==> src/logic/mem_pkg.sv <==
package mem_pkg;

  // access size as carried on the request
  typedef enum logic [1:0] {
    SZ_BYTE  = 2'd0,
    SZ_HALF  = 2'd1,
    SZ_WORD  = 2'd2,
    SZ_DWORD = 2'd3
  } size_t;

  // data path width and byte lanes
  localparam int DATA_W = 64;
  localparam int STRB_W = DATA_W / 8;

  // byte offset inside one data word
  localparam int OFF_W = $clog2(STRB_W);

  // default geometry for the top level
  localparam int DEF_ADDR_W = 16;
  localparam int DEF_DEPTH  = 256;

endpackage

==> src/logic/store_align.sv <==
`timescale 1ns/1ps

module store_align (
  input  mem_pkg::size_t              size,
  input  logic [mem_pkg::OFF_W-1:0]   offset,
  input  logic [mem_pkg::DATA_W-1:0]  wdata,
  output logic [mem_pkg::STRB_W-1:0]  strb,
  output logic [mem_pkg::DATA_W-1:0]  wdata_aligned,
  output logic                        misaligned
);

  logic [mem_pkg::STRB_W-1:0] base_strb;

  // lanes covered by the access before shifting to the offset
  always_comb begin
    case (size)
      mem_pkg::SZ_BYTE:  base_strb = 8'b0000_0001;
      mem_pkg::SZ_HALF:  base_strb = 8'b0000_0011;
      mem_pkg::SZ_WORD:  base_strb = 8'b0000_1111;
      default:           base_strb = 8'b1111_1111;
    endcase
  end

  // offset must be a multiple of the access size
  always_comb begin
    case (size)
      mem_pkg::SZ_BYTE:  misaligned = 1'b0;
      mem_pkg::SZ_HALF:  misaligned = offset[0];
      mem_pkg::SZ_WORD:  misaligned = |offset[1:0];
      default:           misaligned = |offset;
    endcase
  end

  // misaligned accesses touch no lane at all
  assign strb = misaligned ? '0 : mem_pkg::STRB_W'(base_strb << offset);

  // store value sits in the low bytes, move it up to its lanes
  assign wdata_aligned = wdata << {offset, 3'b000};

endmodule

==> config.mk <==
export PLATFORM = sky130hd
export DESIGN_NAME = store_align
export DESIGN_NICKNAME = d
export VERILOG_FILES = /design/src/logic/mem_pkg.sv /design/src/logic/store_align.sv
export SDC_FILE = /design/constraint.sdc
export NUM_CORES = 1
export LEC_CHECK = 0
export BUFFER_PORTS_ARGS = -buffer_cell sky130_fd_sc_hd__buf_2
export CORE_MARGIN = 2
export CORE_UTILIZATION = 28
export DETAILED_ROUTE_END_ITERATION = 16
export GPL_ROUTABILITY_DRIVEN = 0
export PLACE_DENSITY = 0.61
export SETUP_SLACK_MARGIN = 0.15
export SLEW_MARGIN = 40
export SYNTH_ARGS = -nofsm -noshare
export SYNTH_HDL_FRONTEND = slang
export SYNTH_SLANG_ARGS = --single-unit
export TNS_END_PERCENT = 20
==> constraint.sdc <==
create_clock -name vclk -period 1.7
set_input_delay 0.34 -clock vclk [all_inputs]
set_output_delay 0.34 -clock vclk [all_outputs]
set_load 0.005 [all_outputs]
==> results.md <==
- Status: complete, but fails checks
- Failing checks: negative setup slack
- Max cap viols: 0
- CP startpoint kind: input pin
- Final HPWL DP: 6850 um
- Worst slew pin tran: 0.472 ns
- Final hold violations: 0
- Die area: 8280 sq um
- Period utilisation layout: 103%
- Max VDD drop: 0.124 mV
- Drt pass-1 iters: 4
- Final setup violation count: 21
- Antenna violations before repair: 0
- P&R area growth vs syn: 87.6%
- Share of layout cells above drive strength 1: 60.5%
- DP Worst Slack: -0.205 ns
- Vias per inst: 5.39
- CP Capture Type: primary output
- Final TNS setup: -0.633 ns
- Initial Util: 29.1%
- Worst setup path class: input pin to primary output
- Mapped Cells: 292
- DRC errors left: 0
- Vias in the first global route: 3000
- Clock buffers: 0
- Post-route setup slack: -0.0577 ns
- WP data arrival: 1.42 ns
- WHS Path Cells: 3
- Chip width: 91.0 um
- WHS Endpoint: wdata_aligned[7]
- Die Span Y: 91.0 um
- Register area: 0 sq um
- Warnings from Yosys: 0
- Final Instance Area: 3980 sq um
- Power density over the cells: 290 nW/um^2
- Rows: 31
- Most frequent cells in the layout: 139 x buf_2, 57 x buf_4, 52 x mux2i_1
- Syn Area/Cell: 7.26 sq um
- Max Freq: 0.569 GHz
- WP data required: 1.36 ns
- Total core area: 7290 sq um
- Yosys cell types: 39
- WL final: 10000 um
- Max transition margin: 68.5%
- Ports: 142
- Grt ovf: 0
- Nets@finish: 552
- Hold Startpoint: wdata[7]
- Routed vias: 3126
- Slew Viols, Final: 0
- Seq Cell Count: 0
- Maximum fanout along the worst path: 8
- Most common cell after layout, fill and taps aside: buf_2
- Final worst hold slack: 1.00 ns
- Unrepaired setup endpoints after global routing: yes
- # hold bufs at CTS: 0
- Largest net degree at the start of global routing: 21
- Leak pwr: 2.00 nW
- Global-route wire length before repair: 14800 um
- Routed length per placed instance: 17.3 um
- # port buffers: 142
- Seq/Total Area, Yosys: 0%
- Worst Hold Class: input pin to primary output
- DR iter-0 viols: 126
- GRT Util Overall: 21.5%
- Final antenna-violating net count: 0
- ANT cells: 0
- Mapped Area: 2120 sq um
- Synthesized Nets: 361
- Fin crit period: 1.76 ns
- Post-DP Area: 3260 sq um
[critical path, cell delays in order]
cell,delay (ns)
buf_16,0.13
buf_12,0.15
mux2_4,0.31
a22oi_2,0.19
buf_4,0.14
nor2_2,0.03
buf_2,0.11
[synthesized netlist by cell type, types with 2 or more instances]
master | n | area (sq um)
mux2_1 | 4 | 45.0
a22oi_1 | 8 | 60.1
o21a_1 | 9 | 67.6
nor2b_1 | 4 | 25.0
buf_2 | 13 | 65.1
nand3_1 | 2 | 10.0
clkbuf_1 | 9 | 33.8
buf_6 | 5 | 56.3
a221o_1 | 8 | 80.1
mux2_4 | 3 | 45.0
mux2_2 | 9 | 101
buf_4 | 7 | 52.6
xnor2_1 | 2 | 17.5
a21oi_1 | 3 | 15.0
nand3b_1 | 10 | 75.1
o21ai_0 | 27 | 135
a211oi_1 | 8 | 60.1
a221oi_1 | 8 | 70.1
nor2_1 | 36 | 135
xor2_1 | 2 | 17.5
o22ai_1 | 8 | 50.1
nor3_1 | 11 | 55.1
o22a_1 | 8 | 70.1
and2_1 | 15 | 93.8
inv_1 | 2 | 7.51
mux2i_1 | 56 | 561
nand2b_1 | 3 | 18.8
[cell type report]
class | instances | area, sq um
multi-input cells | 254 | 2180
inverters | 2 | 7.51
fillers | 717 | 3320
well taps | 99 | 124
repair buffers | 225 | 1670
[how the worst max path moves through the flow]
stage          slack (ns)      start                 to  cells past startpoint
4_1_cts             -0.03  offset[1]  wdata_aligned[57]                      5
3_3_place_gp        -0.18  offset[1]  wdata_aligned[19]                      7
3_5_place_dp        -0.20  offset[1]  wdata_aligned[60]                      5
2_1_floorplan        0.14  offset[1]  wdata_aligned[61]                      4
5_1_grt             -0.08  offset[1]  wdata_aligned[18]                      7
6_report            -0.06  offset[1]  wdata_aligned[16]                      7
[logic make-up (layout without fill, tap and decap cells)]
logic type,count (synthesis),after routing,synth area share [%]
buffers and inverters,38,227,11.0
and+or+nand+nor,88,88,22.1
AOI/OAI and AO/OA,90,90,29.8
xor gates and xnor gates,4,4,1.65
muxes,72,72,35.5
[layer usage]
layer / global-route usage [%] / wire (um) / vias to the layer above
li1: - / - / 1488
met1: 27.0 / 4120 / 1493
met2: 40.7 / 5300 / 134
met3: 1.33 / 509 / 11
met4: 3.03 / 97 / 0
met5: 0 / 0 / -
[repair_timing]
item                                    CTS  global route
gates cloned                              5             3
gates resized for setup                  68            44
buffers inserted                          6             5
pin swaps                                11            21
hold endpoints to repair                  0             0
endpoints found under the setup margin   73            71
[per-stage QoR]
| step | std cells | utilization (%) | power [W] |
|---|---|---|---|
| after global routing | 580 | 54.5 | 0.00123 |
| after detailed placement | 561 | 44.8 | 0.000913 |
| final | 580 | 54.5 | 0.00115 |
| after floorplan | 292 | - | 0.000490 |
| after global placement | 561 | 44.8 | 0.000903 |
| after CTS | 572 | 50.5 | 0.00105 |
[power breakdown]
| part | total (W) | switching [W] | internal, W |
|---|---|---|---|
| sequential | 0 | 0 | 0 |
| combinational | 0.00115 | 0.000527 | 0.000625 |
| clock | 0 | 0 | 0 |
| total | 0.00115 | 0.000527 | 0.000625 |
No activity file was read; power rests on OpenSTA's default activity.
