--- config.mk ---
export PLATFORM = sky130hd
export DESIGN_NAME = load_extract
export DESIGN_NICKNAME = d
export VERILOG_FILES = /design/src/logic/mem_pkg.sv /design/src/logic/load_extract.sv
export SDC_FILE = /design/constraint.sdc
export NUM_CORES = 1
export LEC_CHECK = 0
export BUFFER_PORTS_ARGS = -buffer_cell sky130_fd_sc_hd__buf_4
export CAP_MARGIN = 0
export CORE_UTILIZATION = 50
export DETAILED_ROUTE_END_ITERATION = 8
export PLACE_DENSITY_LB_ADDON = 0.15
export SYNTH_ARGS = -nofsm -noshare
export SYNTH_HDL_FRONTEND = slang
export SYNTH_SLANG_ARGS = --single-unit
--- constraint.sdc ---
create_clock -name vclk -period 3.8
set_clock_uncertainty 0.15 [all_clocks]
set_input_delay 0.57 -clock vclk [all_inputs]
set_output_delay 0.57 -clock vclk [all_outputs]
set_load 0.005 [all_outputs]
--- src/logic/mem_pkg.sv ---
package mem_pkg;

  // access size as carried on the request
  typedef enum logic [1:0] {
    SZ_BYTE  = 2'd0,
    SZ_HALF  = 2'd1,
    SZ_WORD  = 2'd2,
    SZ_DWORD = 2'd3
  } size_t;

  // data path width and byte lanes
  localparam int DATA_W = 64;
  localparam int STRB_W = DATA_W / 8;

  // byte offset inside one data word
  localparam int OFF_W = $clog2(STRB_W);

  // default geometry for the top level
  localparam int DEF_ADDR_W = 16;
  localparam int DEF_DEPTH  = 256;

endpackage

--- src/logic/load_extract.sv ---
`timescale 1ns/1ps

module load_extract (
  input  logic [mem_pkg::DATA_W-1:0]  rdata_raw,
  input  logic [mem_pkg::OFF_W-1:0]   offset,
  input  mem_pkg::size_t              size,
  input  logic                        unsigned_ld,
  output logic [mem_pkg::DATA_W-1:0]  rdata
);

  logic [mem_pkg::DATA_W-1:0] shifted;
  logic                       fill;

  // bring the addressed byte down to lane 0
  assign shifted = rdata_raw >> {offset, 3'b000};

  // top bit of the field, or zero for unsigned loads
  always_comb begin
    case (size)
      mem_pkg::SZ_BYTE:  fill = shifted[7] & ~unsigned_ld;
      mem_pkg::SZ_HALF:  fill = shifted[15] & ~unsigned_ld;
      mem_pkg::SZ_WORD:  fill = shifted[31] & ~unsigned_ld;
      default:           fill = 1'b0;
    endcase
  end

  always_comb begin
    case (size)
      mem_pkg::SZ_BYTE: begin
        rdata = {{56{fill}}, shifted[7:0]};
      end
      mem_pkg::SZ_HALF: begin
        rdata = {{48{fill}}, shifted[15:0]};
      end
      mem_pkg::SZ_WORD: begin
        rdata = {{32{fill}}, shifted[31:0]};
      end
      default: begin
        // full word needs no extension
        rdata = shifted;
      end
    endcase
  end

endmodule

==> flow_results.org <==
** Worst hold path
- The min-delay analysis places its worst path in the category input port to output pin.
- For hold timing, the worst endpoint is rdata[59].
- Worst Hold Depth :: 4
- The worst hold path begins at rdata_raw[59].

** Die
- The die is 71.0 um wide.
- The die covers 5040 um2.
- # rows :: 24
- Number of I/O pins :: 134
- Placeable core region :: approximately 4500 um2
- Height of the chip :: 71.0 um
- Starting density of the core :: 53.2%

** STA
- The worst pin sits at a relative slew slack of about a third.
- Period utilization :: 88.2%
- Fin crit period :: around 3.4 ns
- Setup violations remaining at the end of the flow were counted as 0.
- Achievable Freq :: 298 MHz
- In the final timing run, aggregate negative setup slack is 0 ns.
- Max-slew violation count :: 0
- RSZ-0062 raised after global routing :: no
- For the pin with the worst max-slew slack, the measured transition is 0.999 ns.
- The hold violation total from the final report came to 0.

** Clocking
- The number of gates resized after CTS was 0.
- Once the clock tree was built, the setup fixing pass inserted 0 buffers.
- Hold Buf Count CTS :: 0

** Routing
- Antenna-violating nets left :: 0
- The final route contains 2952 vias.
- The first detailed-routing pass took 7 iterations.
- In this run, the number of DRC markers left after iteration 0 of detailed routing was approximately 290.
- DRC violation count after routing :: 11
- In the final routed layout, each cell accounts on average for approximately 18 um.
- Post-detailed-routing wire length :: 8420 um
- Vias per std cell :: roughly 6.3

** Synthesis
- A synthesized cell averages just under 8 um2.
- After technology mapping, the gate count stands at 301.
- Yosys instantiated no cell more often than sky130_fd_sc_hd__mux2i_1.
- Yosys mapped the design onto 37 distinct sky130hd cell types.
- Biggest area contributors in the synthesized netlist :: sky130_fd_sc_hd__mux4_2 (21%), sky130_fd_sc_hd__mux2i_1 (15%), sky130_fd_sc_hd__o22ai_2 (6.8%)
- Top cell type's share of synthesized area :: around 21%
- Nets in the synthesized netlist :: 375
- Syn. warnings :: 0
- The cell area that synthesis handed to floorplanning was 2380 um2.
- Sequential cell area fraction in the yosys report :: 0%
- List of most frequent post-synthesis cells :: sky130_fd_sc_hd__mux2i_1 (36), sky130_fd_sc_hd__nand2_1 (34), sky130_fd_sc_hd__o21ai_1 (32), sky130_fd_sc_hd__mux4_2 (22), sky130_fd_sc_hd__o22ai_1 (17)
- Synth area leader :: sky130_fd_sc_hd__mux4_2

** Placed design
- The congestion estimate from routability-driven global placement came to 0.849.
- In this run the cell area measured after placement is 3360 um2.
- Port Buf Inserts :: around 130
- HPWL after DPL :: roughly 6300 um

** Power
- Power density over the cells :: 149 nW/um2
- Across the VDD grid, the largest voltage drop is 0.0928 mV.
- Per report_power, the clock group accounts for 0% of the total.
- Combinational cells account for 100.0% of the total power.
- Summed over all cells, the static leakage comes to roughly 0.0015 uW.
- Of the total power, the share spent switching nets is 47.3%.
- The share of total power dissipated in sequential elements is 0%.
- Design internal power :: 264 uW
- In this run the power spent charging and discharging nets is approximately 240 uW.

** Critical path
- The worst setup path is of the input port to output pin kind.
- STA puts the critical path data arrival time at 2.63 ns.
- The worst setup path is launched from an input port.
- Tracing the worst setup path back leads to its startpoint at offset[1].
- Required time reported for the critical path endpoint :: 3.08 ns
- STA classifies the critical path endpoint as an output pin.
- Critical-path maximum fanout :: 36

** Final layout
- Fraction of layout cells with a size suffix above 1 :: 47.5%
- Final Cell Area :: approximately 3400 um2
- Number of diodes added for antenna fixing :: 0
- Seq. cell area :: 0 um2
- In the final layout, the multi-input gates occupy 2150 um2.
- Compared with the post-synthesis result, the final layout area differs by 41.1%.
- Final-layout clock buffer total :: 0
- The layout has around 370 filler cells.
- Net total in the final layout :: slightly below 500
- Count of sequential standard cells :: 0

** Global route
- The first global-routing pass estimated 13600 um of wire.
- Overall global routing resource usage :: 32.5%
- The number of global-route vias before repair was 2826.
- Antenna violations before repair :: 0
- Entering global routing, the biggest net connects 37 pins.
- For this run the aggregate overflow at the end of global routing stands at 0.

** Outcome
- Outcome :: complete, but fails checks
- Failing checks :: DRC

** Job
- Count of max-cap constraint violations :: 0
[layout make-up]
cell class | count | share of cell area, %
repair buffers | 146 | 32.6
inverters | 13 | 1.45
well taps | 52 | 1.94
multi-input cells | 254 | 64.0
[cells by family (layout without fill, tap and decap cells)]
kind of cell | count (synthesis) | in the layout | share of synthesized area [%]
simple gates | 76 | 76 | 15.0
compound gates | 105 | 105 | 31.7
mux | 69 | 69 | 41.3
buf+inv | 47 | 159 | 9.87
fa+ha+maj | 4 | 4 | 2.10
[through the flow]
stage | worst slack (ns) | hold slack (ns) | power (uW) | utilization (%) | std cells
detailed placement | 0.516 | 1.33 | 495 | 75.1 | 465
floorplan | 1.01 | 1.08 | 279 | - | 301
CTS | 0.511 | 1.33 | 498 | 75.1 | 465
global placement | 0.522 | 1.32 | 488 | 75.1 | 465
finish | 0.448 | 1.33 | 502 | 75.1 | 465
global route | 0.341 | 1.34 | 536 | 75.1 | 465
[how the worst max path moves through the flow]
stage | endpoint | slack (ns)
after floorplan | rdata[55] | 1.01
after global placement | rdata[9] | 0.52
after detailed placement | rdata[51] | 0.52
after CTS | rdata[51] | 0.51
after global routing | rdata[10] | 0.34
final | rdata[9] | 0.45
[layout by cell type, fill, tap and decap left out]
cell type / n
sky130_fd_sc_hd__nor4_1: 1
sky130_fd_sc_hd__a21oi_1: 5
sky130_fd_sc_hd__nor3_1: 2
sky130_fd_sc_hd__and2_1: 1
sky130_fd_sc_hd__nor2_1: 13
sky130_fd_sc_hd__inv_1: 12
sky130_fd_sc_hd__or2_1: 1
sky130_fd_sc_hd__o22ai_1: 17
sky130_fd_sc_hd__mux4_2: 22
sky130_fd_sc_hd__nand2b_1: 4
sky130_fd_sc_hd__nand2_1: 34
sky130_fd_sc_hd__mux2i_1: 36
sky130_fd_sc_hd__o311ai_4: 1
sky130_fd_sc_hd__inv_2: 1
sky130_fd_sc_hd__o21ai_1: 32
sky130_fd_sc_hd__o22ai_2: 13
sky130_fd_sc_hd__o32ai_1: 1
sky130_fd_sc_hd__ha_1: 4
sky130_fd_sc_hd__o41ai_4: 1
sky130_fd_sc_hd__nand3_1: 1
sky130_fd_sc_hd__a2111oi_1: 1
sky130_fd_sc_hd__mux2_2: 9
sky130_fd_sc_hd__o31a_1: 2
sky130_fd_sc_hd__mux2_1: 1
sky130_fd_sc_hd__o2111ai_1: 1
sky130_fd_sc_hd__nor2b_1: 10
sky130_fd_sc_hd__mux2_4: 1
sky130_fd_sc_hd__nor3_2: 1
sky130_fd_sc_hd__and3_4: 1
sky130_fd_sc_hd__o21a_1: 5
sky130_fd_sc_hd__buf_4: 146
sky130_fd_sc_hd__a211oi_1: 14
sky130_fd_sc_hd__o21ai_0: 12
sky130_fd_sc_hd__and3_1: 7
[critical path, cell delays in order]
cell and delay [ns]:
sky130_fd_sc_hd__buf_4 0.35, sky130_fd_sc_hd__buf_4 0.43, sky130_fd_sc_hd__nor2b_1 0.53, sky130_fd_sc_hd__a21oi_1 0.21, sky130_fd_sc_hd__o21a_1 0.21, sky130_fd_sc_hd__o22ai_1 0.16, sky130_fd_sc_hd__buf_4 0.15
[power groups by stage]
stage	logic [uW]	registers (uW)	clock network, uW
after floorplan	279	0	0
after global placement	488	0	0
after detailed placement	495	0	0
after CTS	498	0	0
after global routing	536	0	0
final	502	0	0
[routing by layer]
metal,part of all wire [%],global-route usage [%]
met2,50,56.4
met5,0,0
met3,7.7,1.99
met1,40,44.1
met4,1.6,8.44
Power figures use the tool's default switching activity.
