<file path="config.mk">
export PLATFORM = sky130hd
export DESIGN_NAME = mem_access_ctrl
export DESIGN_NICKNAME = d
export VERILOG_FILES = /design/src/logic/mem_pkg.sv /design/src/logic/mem_access_ctrl.sv
export SDC_FILE = /design/constraint.sdc
export NUM_CORES = 1
export LEC_CHECK = 0
export CAP_MARGIN = 30
export CORE_AREA = 2 2 196 198
export DETAILED_ROUTE_END_ITERATION = 8
export DIE_AREA = 0 0 198 200
export DONT_BUFFER_PORTS = 1
export GPL_TIMING_DRIVEN = 0
export HOLD_SLACK_MARGIN = 0.05
export PLACE_DENSITY = 0.3
export SYNTH_ARGS = -nofsm -noshare
export SYNTH_HDL_FRONTEND = slang
export SYNTH_SLANG_ARGS = --single-unit
</file>
<file path="constraint.sdc">
create_clock -name clk -period 4.3 [get_ports clk]
set_clock_uncertainty 0.15 [all_clocks]
set_input_delay 0.43 -clock clk [delete_from_list [all_inputs] [get_ports clk]]
set_output_delay 0.43 -clock clk [all_outputs]
set_load 0.02 [all_outputs]
</file>
<file path="src/logic/mem_pkg.sv">
package mem_pkg;

  // access size as carried on the request
  typedef enum logic [1:0] {
    SZ_BYTE  = 2'd0,
    SZ_HALF  = 2'd1,
    SZ_WORD  = 2'd2,
    SZ_DWORD = 2'd3
  } size_t;

  // data path width and byte lanes
  localparam int DATA_W = 64;
  localparam int STRB_W = DATA_W / 8;

  // byte offset inside one data word
  localparam int OFF_W = $clog2(STRB_W);

  // default geometry for the top level
  localparam int DEF_ADDR_W = 16;
  localparam int DEF_DEPTH  = 256;

endpackage

</file>
<file path="src/logic/mem_access_ctrl.sv">
`timescale 1ns/1ps

module mem_access_ctrl #(
  parameter int ADDR_W = mem_pkg::DEF_ADDR_W,
  parameter int DEPTH  = mem_pkg::DEF_DEPTH
) (
  input  logic                        clk,
  input  logic                        arst_n,
  input  logic                        req,
  input  logic                        we,
  input  mem_pkg::size_t              size,
  input  logic                        unsigned_ld,
  input  logic [ADDR_W-1:0]           addr,
  input  logic [mem_pkg::DATA_W-1:0]  wdata,
  output logic                        ack,
  output logic [mem_pkg::DATA_W-1:0]  rdata,
  output logic                        err,
  output logic                        ram_en,
  output logic                        ram_we,
  output logic [$clog2(DEPTH)-1:0]    ram_idx,
  output logic [mem_pkg::STRB_W-1:0]  ram_strb,
  output logic [mem_pkg::DATA_W-1:0]  ram_wdata,
  input  logic [mem_pkg::DATA_W-1:0]  ram_rdata,
  output logic [mem_pkg::OFF_W-1:0]   cap_offset,
  output mem_pkg::size_t              cap_size,
  output logic                        cap_unsigned,
  output logic [mem_pkg::DATA_W-1:0]  cap_wdata,
  input  logic [mem_pkg::STRB_W-1:0]  strb,
  input  logic [mem_pkg::DATA_W-1:0]  wdata_aligned,
  input  logic                        misaligned,
  input  logic [mem_pkg::DATA_W-1:0]  ld_data
);

  localparam int IDX_W = $clog2(DEPTH);

  typedef enum logic [1:0] {ST_IDLE, ST_ACCESS, ST_RESULT, ST_DONE} state_t;

  state_t            state;
  logic              cap_we;
  logic [ADDR_W-1:0] cap_addr;
  logic              out_of_range;
  logic              bad;

  // request fields latched as the access starts
  always_ff @(posedge clk) begin
    if (state == ST_IDLE && req) begin
      cap_we       <= we;
      cap_size     <= size;
      cap_unsigned <= unsigned_ld;
      cap_addr     <= addr;
      cap_wdata    <= wdata;
    end
  end

  assign cap_offset = cap_addr[mem_pkg::OFF_W-1:0];

  // any address bit above the word index is outside the RAM
  assign out_of_range = (cap_addr >> (mem_pkg::OFF_W + IDX_W)) != '0;
  assign bad          = out_of_range | misaligned;

  // single RAM cycle that illegal requests skip
  assign ram_en    = (state == ST_ACCESS) && !bad;
  assign ram_we    = cap_we;
  assign ram_idx   = cap_addr[mem_pkg::OFF_W +: IDX_W];
  assign ram_strb  = strb;
  assign ram_wdata = wdata_aligned;

  always_ff @(posedge clk or negedge arst_n) begin
    if (!arst_n) begin
      state <= ST_IDLE;
      ack   <= 1'b0;
      err   <= 1'b0;
      rdata <= '0;
    end else begin
      case (state)
        ST_IDLE: begin
          if (req) state <= ST_ACCESS;
        end
        ST_ACCESS: begin
          state <= ST_RESULT;
        end
        ST_RESULT: begin
          // stores and failed accesses return zero
          ack   <= 1'b1;
          err   <= bad;
          rdata <= (bad || cap_we) ? '0 : ld_data;
          state <= ST_DONE;
        end
        default: begin
          // hold the result until the requester lets go
          if (!req) begin
            ack   <= 1'b0;
            state <= ST_IDLE;
          end
        end
      endcase
    end
  end

  // ack only answers a request that is still up
  a_no_ack_without_req : assert property (
    @(posedge clk) disable iff (!arst_n) (!req && !ack) |=> !ack
  ) else $error("ack raised with req low");

  a_result_stable : assert property (
    @(posedge clk) disable iff (!arst_n) (ack && req) |=> ($stable(rdata) && $stable(err))
  ) else $error("result changed while ack and req high");

endmodule

</file>
==> results of run 1 <==
layout make-up:
type / count / area, um2
Fill cell: 3946 / 28100
Timing Repair Buffer: 153 / 1570
Inverter: 67 / 251
Clock buffer: 17 / 425
Multi-Input combinational cell: 150 / 1180
Clock inverter: 15 / 179
Buffer: 105 / 811
Sequential cell: 152 / 4220
Tap cell: 511 / 639
Antenna cell: 1 / 2.50
how the worst max path moves through the flow:
stage	from	end	slack [ns]	depth (start not counted)
2_1_floorplan	state[0]	cap_addr[0]	1.01	3
3_3_place_gp	state[0]	cap_wdata[51]	0.24	3
3_5_place_dp	state[0]	rdata[41]	1.29	6
4_1_cts	state[0]	rdata[41]	1.27	6
5_1_grt	state[0]	rdata[41]	1.07	6
6_report	state[0]	rdata[41]	1.43	6
power by group:
part / internal, W / total, W / leakage (nW) / switching, W
Combinational: 0.000342 / 0.00105 / 1.53 / 0.000705
Clock: 0.000880 / 0.00157 / 0.292 / 0.000693
Sequential: 0.00173 / 0.00195 / 1.71 / 0.000215
Total: 0.00295 / 0.00457 / 3.53 / 0.00161
what timing repair did:
| action | 4_1_cts | 5_1_grt |
|---|---|---|
| hold buffers | 151 | 0 |
| hold endpoints to repair | 219 | 0 |
| buffers inserted | 0 | 0 |
sequential cells by signal, indices dropped and copies added (netlist names):
signal,count
cap_wdata,64
rdata,64
cap_addr,16
cap_size,2
state,2
ack,1
cap_unsigned,1
err,1
ram_we,1
tightest hold or removal path, stage by stage:
cell                        delay [ns]
sky130_fd_sc_hd__nand2b_1         0.07
sky130_fd_sc_hd__mux2i_1          0.09
sky130_fd_sc_hd__o2bb2ai_1        0.12
cell families (layout without fill, tap and decap cells):
family          count (synthesis)  after routing  share of synthesized area (%)
buf+inv                       172            357                           16.4
flops                         152            152                           65.4
simple gates                   74             74                           4.55
compound gates                 70             70                           12.6
fa+ha+maj                       4              4                          0.774
xor+xnor                        1              1                          0.136
mux                             1              1                          0.155
other cells                     0              1                              0
routing by layer:
| metal | GRT usage [%] | routed length, um | up-vias |
|---|---|---|---|
| li1 | - | - | 1859 |
| met1 | 10.7 | 7710 | 2025 |
| met2 | 16.4 | 10200 | 220 |
| met3 | 4.08 | 1540 | 19 |
| met4 | 4.23 | 413 | 4 |
| met5 | 0 | 24 | - |
layout by cell type, fill, tap and decap left out, types with 5 or more instances in the layout:
master and count:
sky130_fd_sc_hd__buf_4 83, sky130_fd_sc_hd__dfrtp_1 68, sky130_fd_sc_hd__clkbuf_1 13, sky130_fd_sc_hd__nand2_1 66
sky130_fd_sc_hd__o22ai_2 60, sky130_fd_sc_hd__buf_12 6, sky130_fd_sc_hd__dlygate4sd3_1 150, sky130_fd_sc_hd__edfxtp_1 84
sky130_fd_sc_hd__inv_1 67, sky130_fd_sc_hd__clkbuf_16 17, sky130_fd_sc_hd__inv_8 5
stage by stage:
step / hold slack (ns) / utilization [%] / instance area (um2) / setup slack, ns / cells
after detailed placement: -0.0133 / 19.1 / 7150 / 1.29 / 987
after global placement: -0.0134 / 19.0 / 7100 / 0.243 / 985
after CTS: 0.122 / 24.8 / 9280 / 1.27 / 1170
final: 0.164 / 24.8 / 9280 / 1.43 / 1171
after floorplan: -0.0156 / - / 6460 / 1.01 / 474
after global routing: 0.154 / 24.8 / 9280 / 1.07 / 1170
==> impl_results.md, run 1 <==
* Endpoint of the most critical register-to-register path: rdata[41]
* Min-Delay Path Depth at 3
* Crit Reg-Reg Startpoint: state[0]
* Distinct cell type count of the synthesized netlist at 24
* Type of origin of the critical path: flop
* Number of antenna violations at the first check in global routing at 3
* Most instantiated flip-flop cell in the synthesis netlist: sky130_fd_sc_hd__edfxtp_1
* Post-synth ARST share at 44.7%
* Core Footprint at between 0.03 and 0.04 mm2
* Initial Util at between 10% and 20%
* Required time at the worst-slack endpoint at 4.43 ns
* Wire length reported by the detailed router at 19900 um
* DP HPWL at 14600 um
* Portion of synthesized cell area occupied by the leading cell type at between 30 and 40%
* Clock latency on the worst-skew pair at 0.43 ns
* Quantity of I/O buffers inserted on ports at 0
* Outcome: finished, final reports clean
* Die outline area at slightly below 0.04 mm2
* Chip Width at 198 um
* Maximum fanout along the worst path at 10
* Clock tree from TritonCTS: built
* Via-per-instance ratio at 3.52
* Number of iterations in the first detailed-routing pass at 4
* Count leader, synth: sky130_fd_sc_hd__edfxtp_1
* Number of cell instances on the worst register-to-register path at 6
* Mapped Nets at 766
* Worst Path Buf+Inv at 4
* Count of state elements after synthesis at 152
* Critical path's most frequent cell: sky130_fd_sc_hd__clkbuf_1
* Headroom to the max-slew limit at 43.7%
* Leakage at around 3.5 nW
* Clock buffer count from CTS at 17
* Final Hold Violating Endpoints at 0
* All-layer global routing usage at under 10%
* Accumulated negative setup slack at 0 ns
* Category of the most critical setup path: flop to flop
* Maximum number of pins on one net before global-route repair at 72
* Cell with the largest stage delay on the worst path: sky130_fd_sc_hd__clkbuf_1
* Yosys warning count at 0
* I/O Pins at about 510
* Number of placement rows at 71
* Family with the most delay on the worst path: buffers and inverters
* Total standard cell area after synthesis at roughly 0.0065 mm2
* Maximum ir drop on the vdd rail at roughly 0.26 mV
* Setup slack on the worst flop-to-flop path at 1.43 ns
* Pwr/cell area at 492 mW/mm2
* Root buffer cell: sky130_fd_sc_hd__clkbuf_16
* Signed area change from the synthesized netlist to the final layout at 43.6%
* Start point of the worst min-delay path: req
* Total power of the final layout at 0.00457 W
* Count of flip-flops with a built-in enable after synthesis at 84
* Wire length of the first global-routing pass at 27400 um
* Share of layout cells above drive strength 1 at between 20% and 30%
* Number of remaining DRC errors at 0
* Timing-limited maximum frequency at 348 MHz
* Setup-violating endpoint count in the final report at 0
* Cells along the critical path: inv_1 -> ha_1 -> clkbuf_1 -> clkbuf_1 -> clkbuf_1 -> o22ai_2
* Routed length per instance at 17.0 um
* Synth top area cells: sky130_fd_sc_hd__edfxtp_1 39%, sky130_fd_sc_hd__dfrtp_1 26%, sky130_fd_sc_hd__o22ai_2 12%, sky130_fd_sc_hd__buf_4 9.6%, sky130_fd_sc_hd__inv_1 3.9%
* Remaining global-route overflow at 0
* Slowest Stage Delay on Critical Path at 0.69 ns
* # clock sinks at 152
* Maximum level of the CTS H-tree at 4
* DRT iter0 DRCs at 138
* Post-synth top area cell: sky130_fd_sc_hd__edfxtp_1
* Max Root-Sink Buffers at 2
* End of the worst hold path: state[0]
* Average cell area after synthesis at 13.6 um2
* RSZ-0062 raised after global routing: no
* Via count of the first global-routing pass at 4437
* Final slew viol count at 0
* Category of the worst setup path capture point: flop
* Time the final worst path needs with I/O delays and setup at 2.87 ns
* Path class of the lowest-slack min-delay path: primary input to flop
* Transition time at the pin with the least slew margin at 0.845 ns
* Remaining antenna violation count at 0
* Final worst-path cycle share at 66.7%
* Critical Path AT at 3.00 ns
* Commonest cells in the synthesized netlist: 84 x sky130_fd_sc_hd__edfxtp_1, 83 x sky130_fd_sc_hd__buf_4, 68 x sky130_fd_sc_hd__dfrtp_1, 67 x sky130_fd_sc_hd__inv_1, 66 x sky130_fd_sc_hd__nand2_1
* Global placement routability congestion at 0.733
* Overall die height at 200 um
* Max_cap viols at 0
* Synthesized netlist cell count at 474
* Routed via count at 4127
* Layout net count at 938
* Number of gates resized after cts at 0
* Sequential element share of the synthesized area at 65.4%
* Clock transition at the registers of the reported paths at 0.07 ns
(Power assumes the default switching activity.)
==> inputs of run 2 (changes only) <==
PLACE_DENSITY = 0.31   (was 0.3)
clock period = 2.4 ns   (was 4.3 ns; I/O delays follow)
==> impl_results.md, run 2 (synthesis gave the netlist of run 1 again) <==
* Critical Path AT at ~1.8 ns
* Most frequent cells in the layout: 151 x sky130_fd_sc_hd__dlygate4sd3_1, 84 x sky130_fd_sc_hd__edfxtp_1, 83 x sky130_fd_sc_hd__buf_4
* Count of placed standard cells including taps at 986
* Via count of the first global-routing pass at 4289
* Final slew viol count at 0
* Cell internal power dissipation at 0.00539 W
* Setup-violating endpoint count in the final report at 0
* Setup slack on the worst flop-to-flop path at 0.34 ns
* Cell area after placement at 0.00713 mm2
* Headroom to the max-slew limit at 62.6%
* Met1 demand-to-capacity share in global routing at roughly 10%
* DRT iter0 DRCs at between 100 and 150
* Number of iterations in the first detailed-routing pass at 4
* Filler Cell Count at 3883
* Slowest Stage Delay on Critical Path at 0.55 ns
* Signed area change from the synthesized netlist to the final layout at 44.2%
* Worst hold-check slack at 0.217 ns
* Transition time at the pin with the least slew margin at 0.561 ns
* Accumulated negative setup slack at 0 ns
* I/O Pins at about 510
* Cell with the largest stage delay on the worst path: sky130_fd_sc_hd__or4_1
* Initial Util at 17.3%
* Outcome: finished, final reports clean
* Final core area utilization at 24.9%
* Cells along the critical path: or4_1 -> nor3_2 -> and2_2
* Routed via count at 4141
* All-layer global routing usage at a little under a tenth
* Path class of the lowest-slack min-delay path: primary input to async pin
* Clock tree from TritonCTS: built
* Design Area, Final at 0.00932 mm2
* Leakage at 3.57 nW
* Number of remaining DRC errors at 0
* Max_cap viols at 0
* DP HPWL at 14600 um
* Remaining global-route overflow at 0
* # clock sinks at between 150 and 200
* Clock transition at the registers of the reported paths at 0.07 ns
* Endpoint of the most critical register-to-register path: rdata[49]
* Chip Width at 198 um
* Power share of the clock group at 35.5%
* Number of setup buffers added after CTS at 0
* Core Footprint at 0.0374 mm2
* Clock latency on the worst-skew pair at 0.46 ns
* Routing layer with the top usage in global route: met2
* Remaining antenna violation count at 0
* Proportion of power drawn by combinational gates at between 20 and 25%
* GR Util met3 at between 3 and 4%
* Global placement routability congestion at 0.715
* Category of the most critical setup path: flop to output port
* Pwr/cell area at 885 mW/mm2
* Category of the worst setup path capture point: output port
* Via-per-instance ratio at 3.54
* Switching part of the total at between 30% and 40%
* Final Hold Violating Endpoints at 0
* Number of antenna violations at the first check in global routing at 1
* Die outline area at 0.0396 mm2
* Final worst-path cycle share at 92.3%
* Timing-limited maximum frequency at 452 MHz
* Maximum ir drop on the vdd rail at about 0.52 mV
* Layout net count at 937
* Wire length reported by the detailed router at slightly below 20000 um
* Crit Reg-Reg Startpoint: cap_addr[14]
* Leading cell type in the layout, fill and taps excluded: sky130_fd_sc_hd__dlygate4sd3_1
* Number of placement rows at 71
* Quantity of I/O buffers inserted on ports at 0
* Largest regs: cap_wdata: 64 flops, rdata: 64 flops, cap_addr: 16 flops
* Time the final worst path needs with I/O delays and setup at 2.21 ns
* Root buffer cell: sky130_fd_sc_hd__clkbuf_16
* Overall die height at roughly 200 um
* Wire length of the first global-routing pass at 26600 um
* Maximum level of the CTS H-tree at 4
* Maximum fanout along the worst path at 2
* Power spent charging and discharging nets at 0.00285 W
* Max Root-Sink Buffers at 2
* Type of origin of the critical path: flop
* Non-filler instance count after layout at 1170
* Routed length per instance at about 17 um
* RSZ-0062 raised after global routing: no
* Sequential power share at 42.3%
* Maximum number of pins on one net before global-route repair at 69
* Required time at the worst-slack endpoint at 2.01 ns
* Share of layout cells above drive strength 1 at 29.8%
* Clock buffer count from CTS at 17
* Number of cell instances on the worst register-to-register path at 5
* Met2 track demand over resource at 16.7%
-- run 2: per-layer routing --
| metal | part of all wire [%] | wire [um] |
|---|---|---|
| met1 | 37 | 7200 |
| met2 | 54 | 10500 |
| met3 | 7.7 | 1510 |
| met4 | 1.9 | 379 |
| met5 | 0 | 0 |
-- run 2: timing repair --
item / in CTS / in global routing
gates resized for setup: 10 / 2
setup endpoints to repair: 62 / 11
hold buffers: 152 / 0
endpoints found under the hold margin: 240 / 0
gates cloned: 0 / 0
-- run 2: worst max path at each step --
stage / from / endpoint / slack, ns / cells past startpoint
floorplan: state[0] / cap_addr[0] / 0.03 / 3
detailed placement: state[0] / rdata[55] / -0.82 / 6
CTS: cap_addr[14] / ram_en / 0.02 / 3
global placement: state[0] / rdata[59] / -0.70 / 6
finish: cap_addr[14] / ram_en / 0.19 / 3
global route: cap_addr[14] / ram_en / 0.06 / 3
-- run 2: power by group through the flow --
| stage | clock [W] | sequential, W | combinational (W) |
|---|---|---|---|
| finish | 0.00293 | 0.00349 | 0.00183 |
| global route | 0.00314 | 0.00352 | 0.00204 |
| CTS | 0.00307 | 0.00350 | 0.00190 |
| detailed placement | 0 | 0.00355 | 0.00164 |
| global placement | 0 | 0.00357 | 0.00157 |
| floorplan | 0 | 0.00347 | 0.00120 |
-- run 2: cell type report --
class                   instances  area, um2  area share (%)
well taps                     511        639            6.86
flip-flops and latches        152       4220            45.3
inverters                      67        251            2.70
clock inverters                15        201            2.16
multi-input cells             150       1190            12.7
clock buffers                  17        425            4.57
repair buffers                153       1570            16.8
diodes                          1       2.50          0.0269
plain buffers                 104        820            8.80
-- run 2: stage by stage --
stage	power [W]	setup slack, ns
final	0.00825	0.186
after global routing	0.00869	0.0623
after CTS	0.00847	0.0180
after detailed placement	0.00519	-0.819
after global placement	0.00515	-0.704
after floorplan	0.00467	0.0295
-- run 2: critical path: cells and delay by family, from the launching register on --
family | cells | cell delay, ns
flops | 1 | 0.35
simple gates | 3 | 1.02
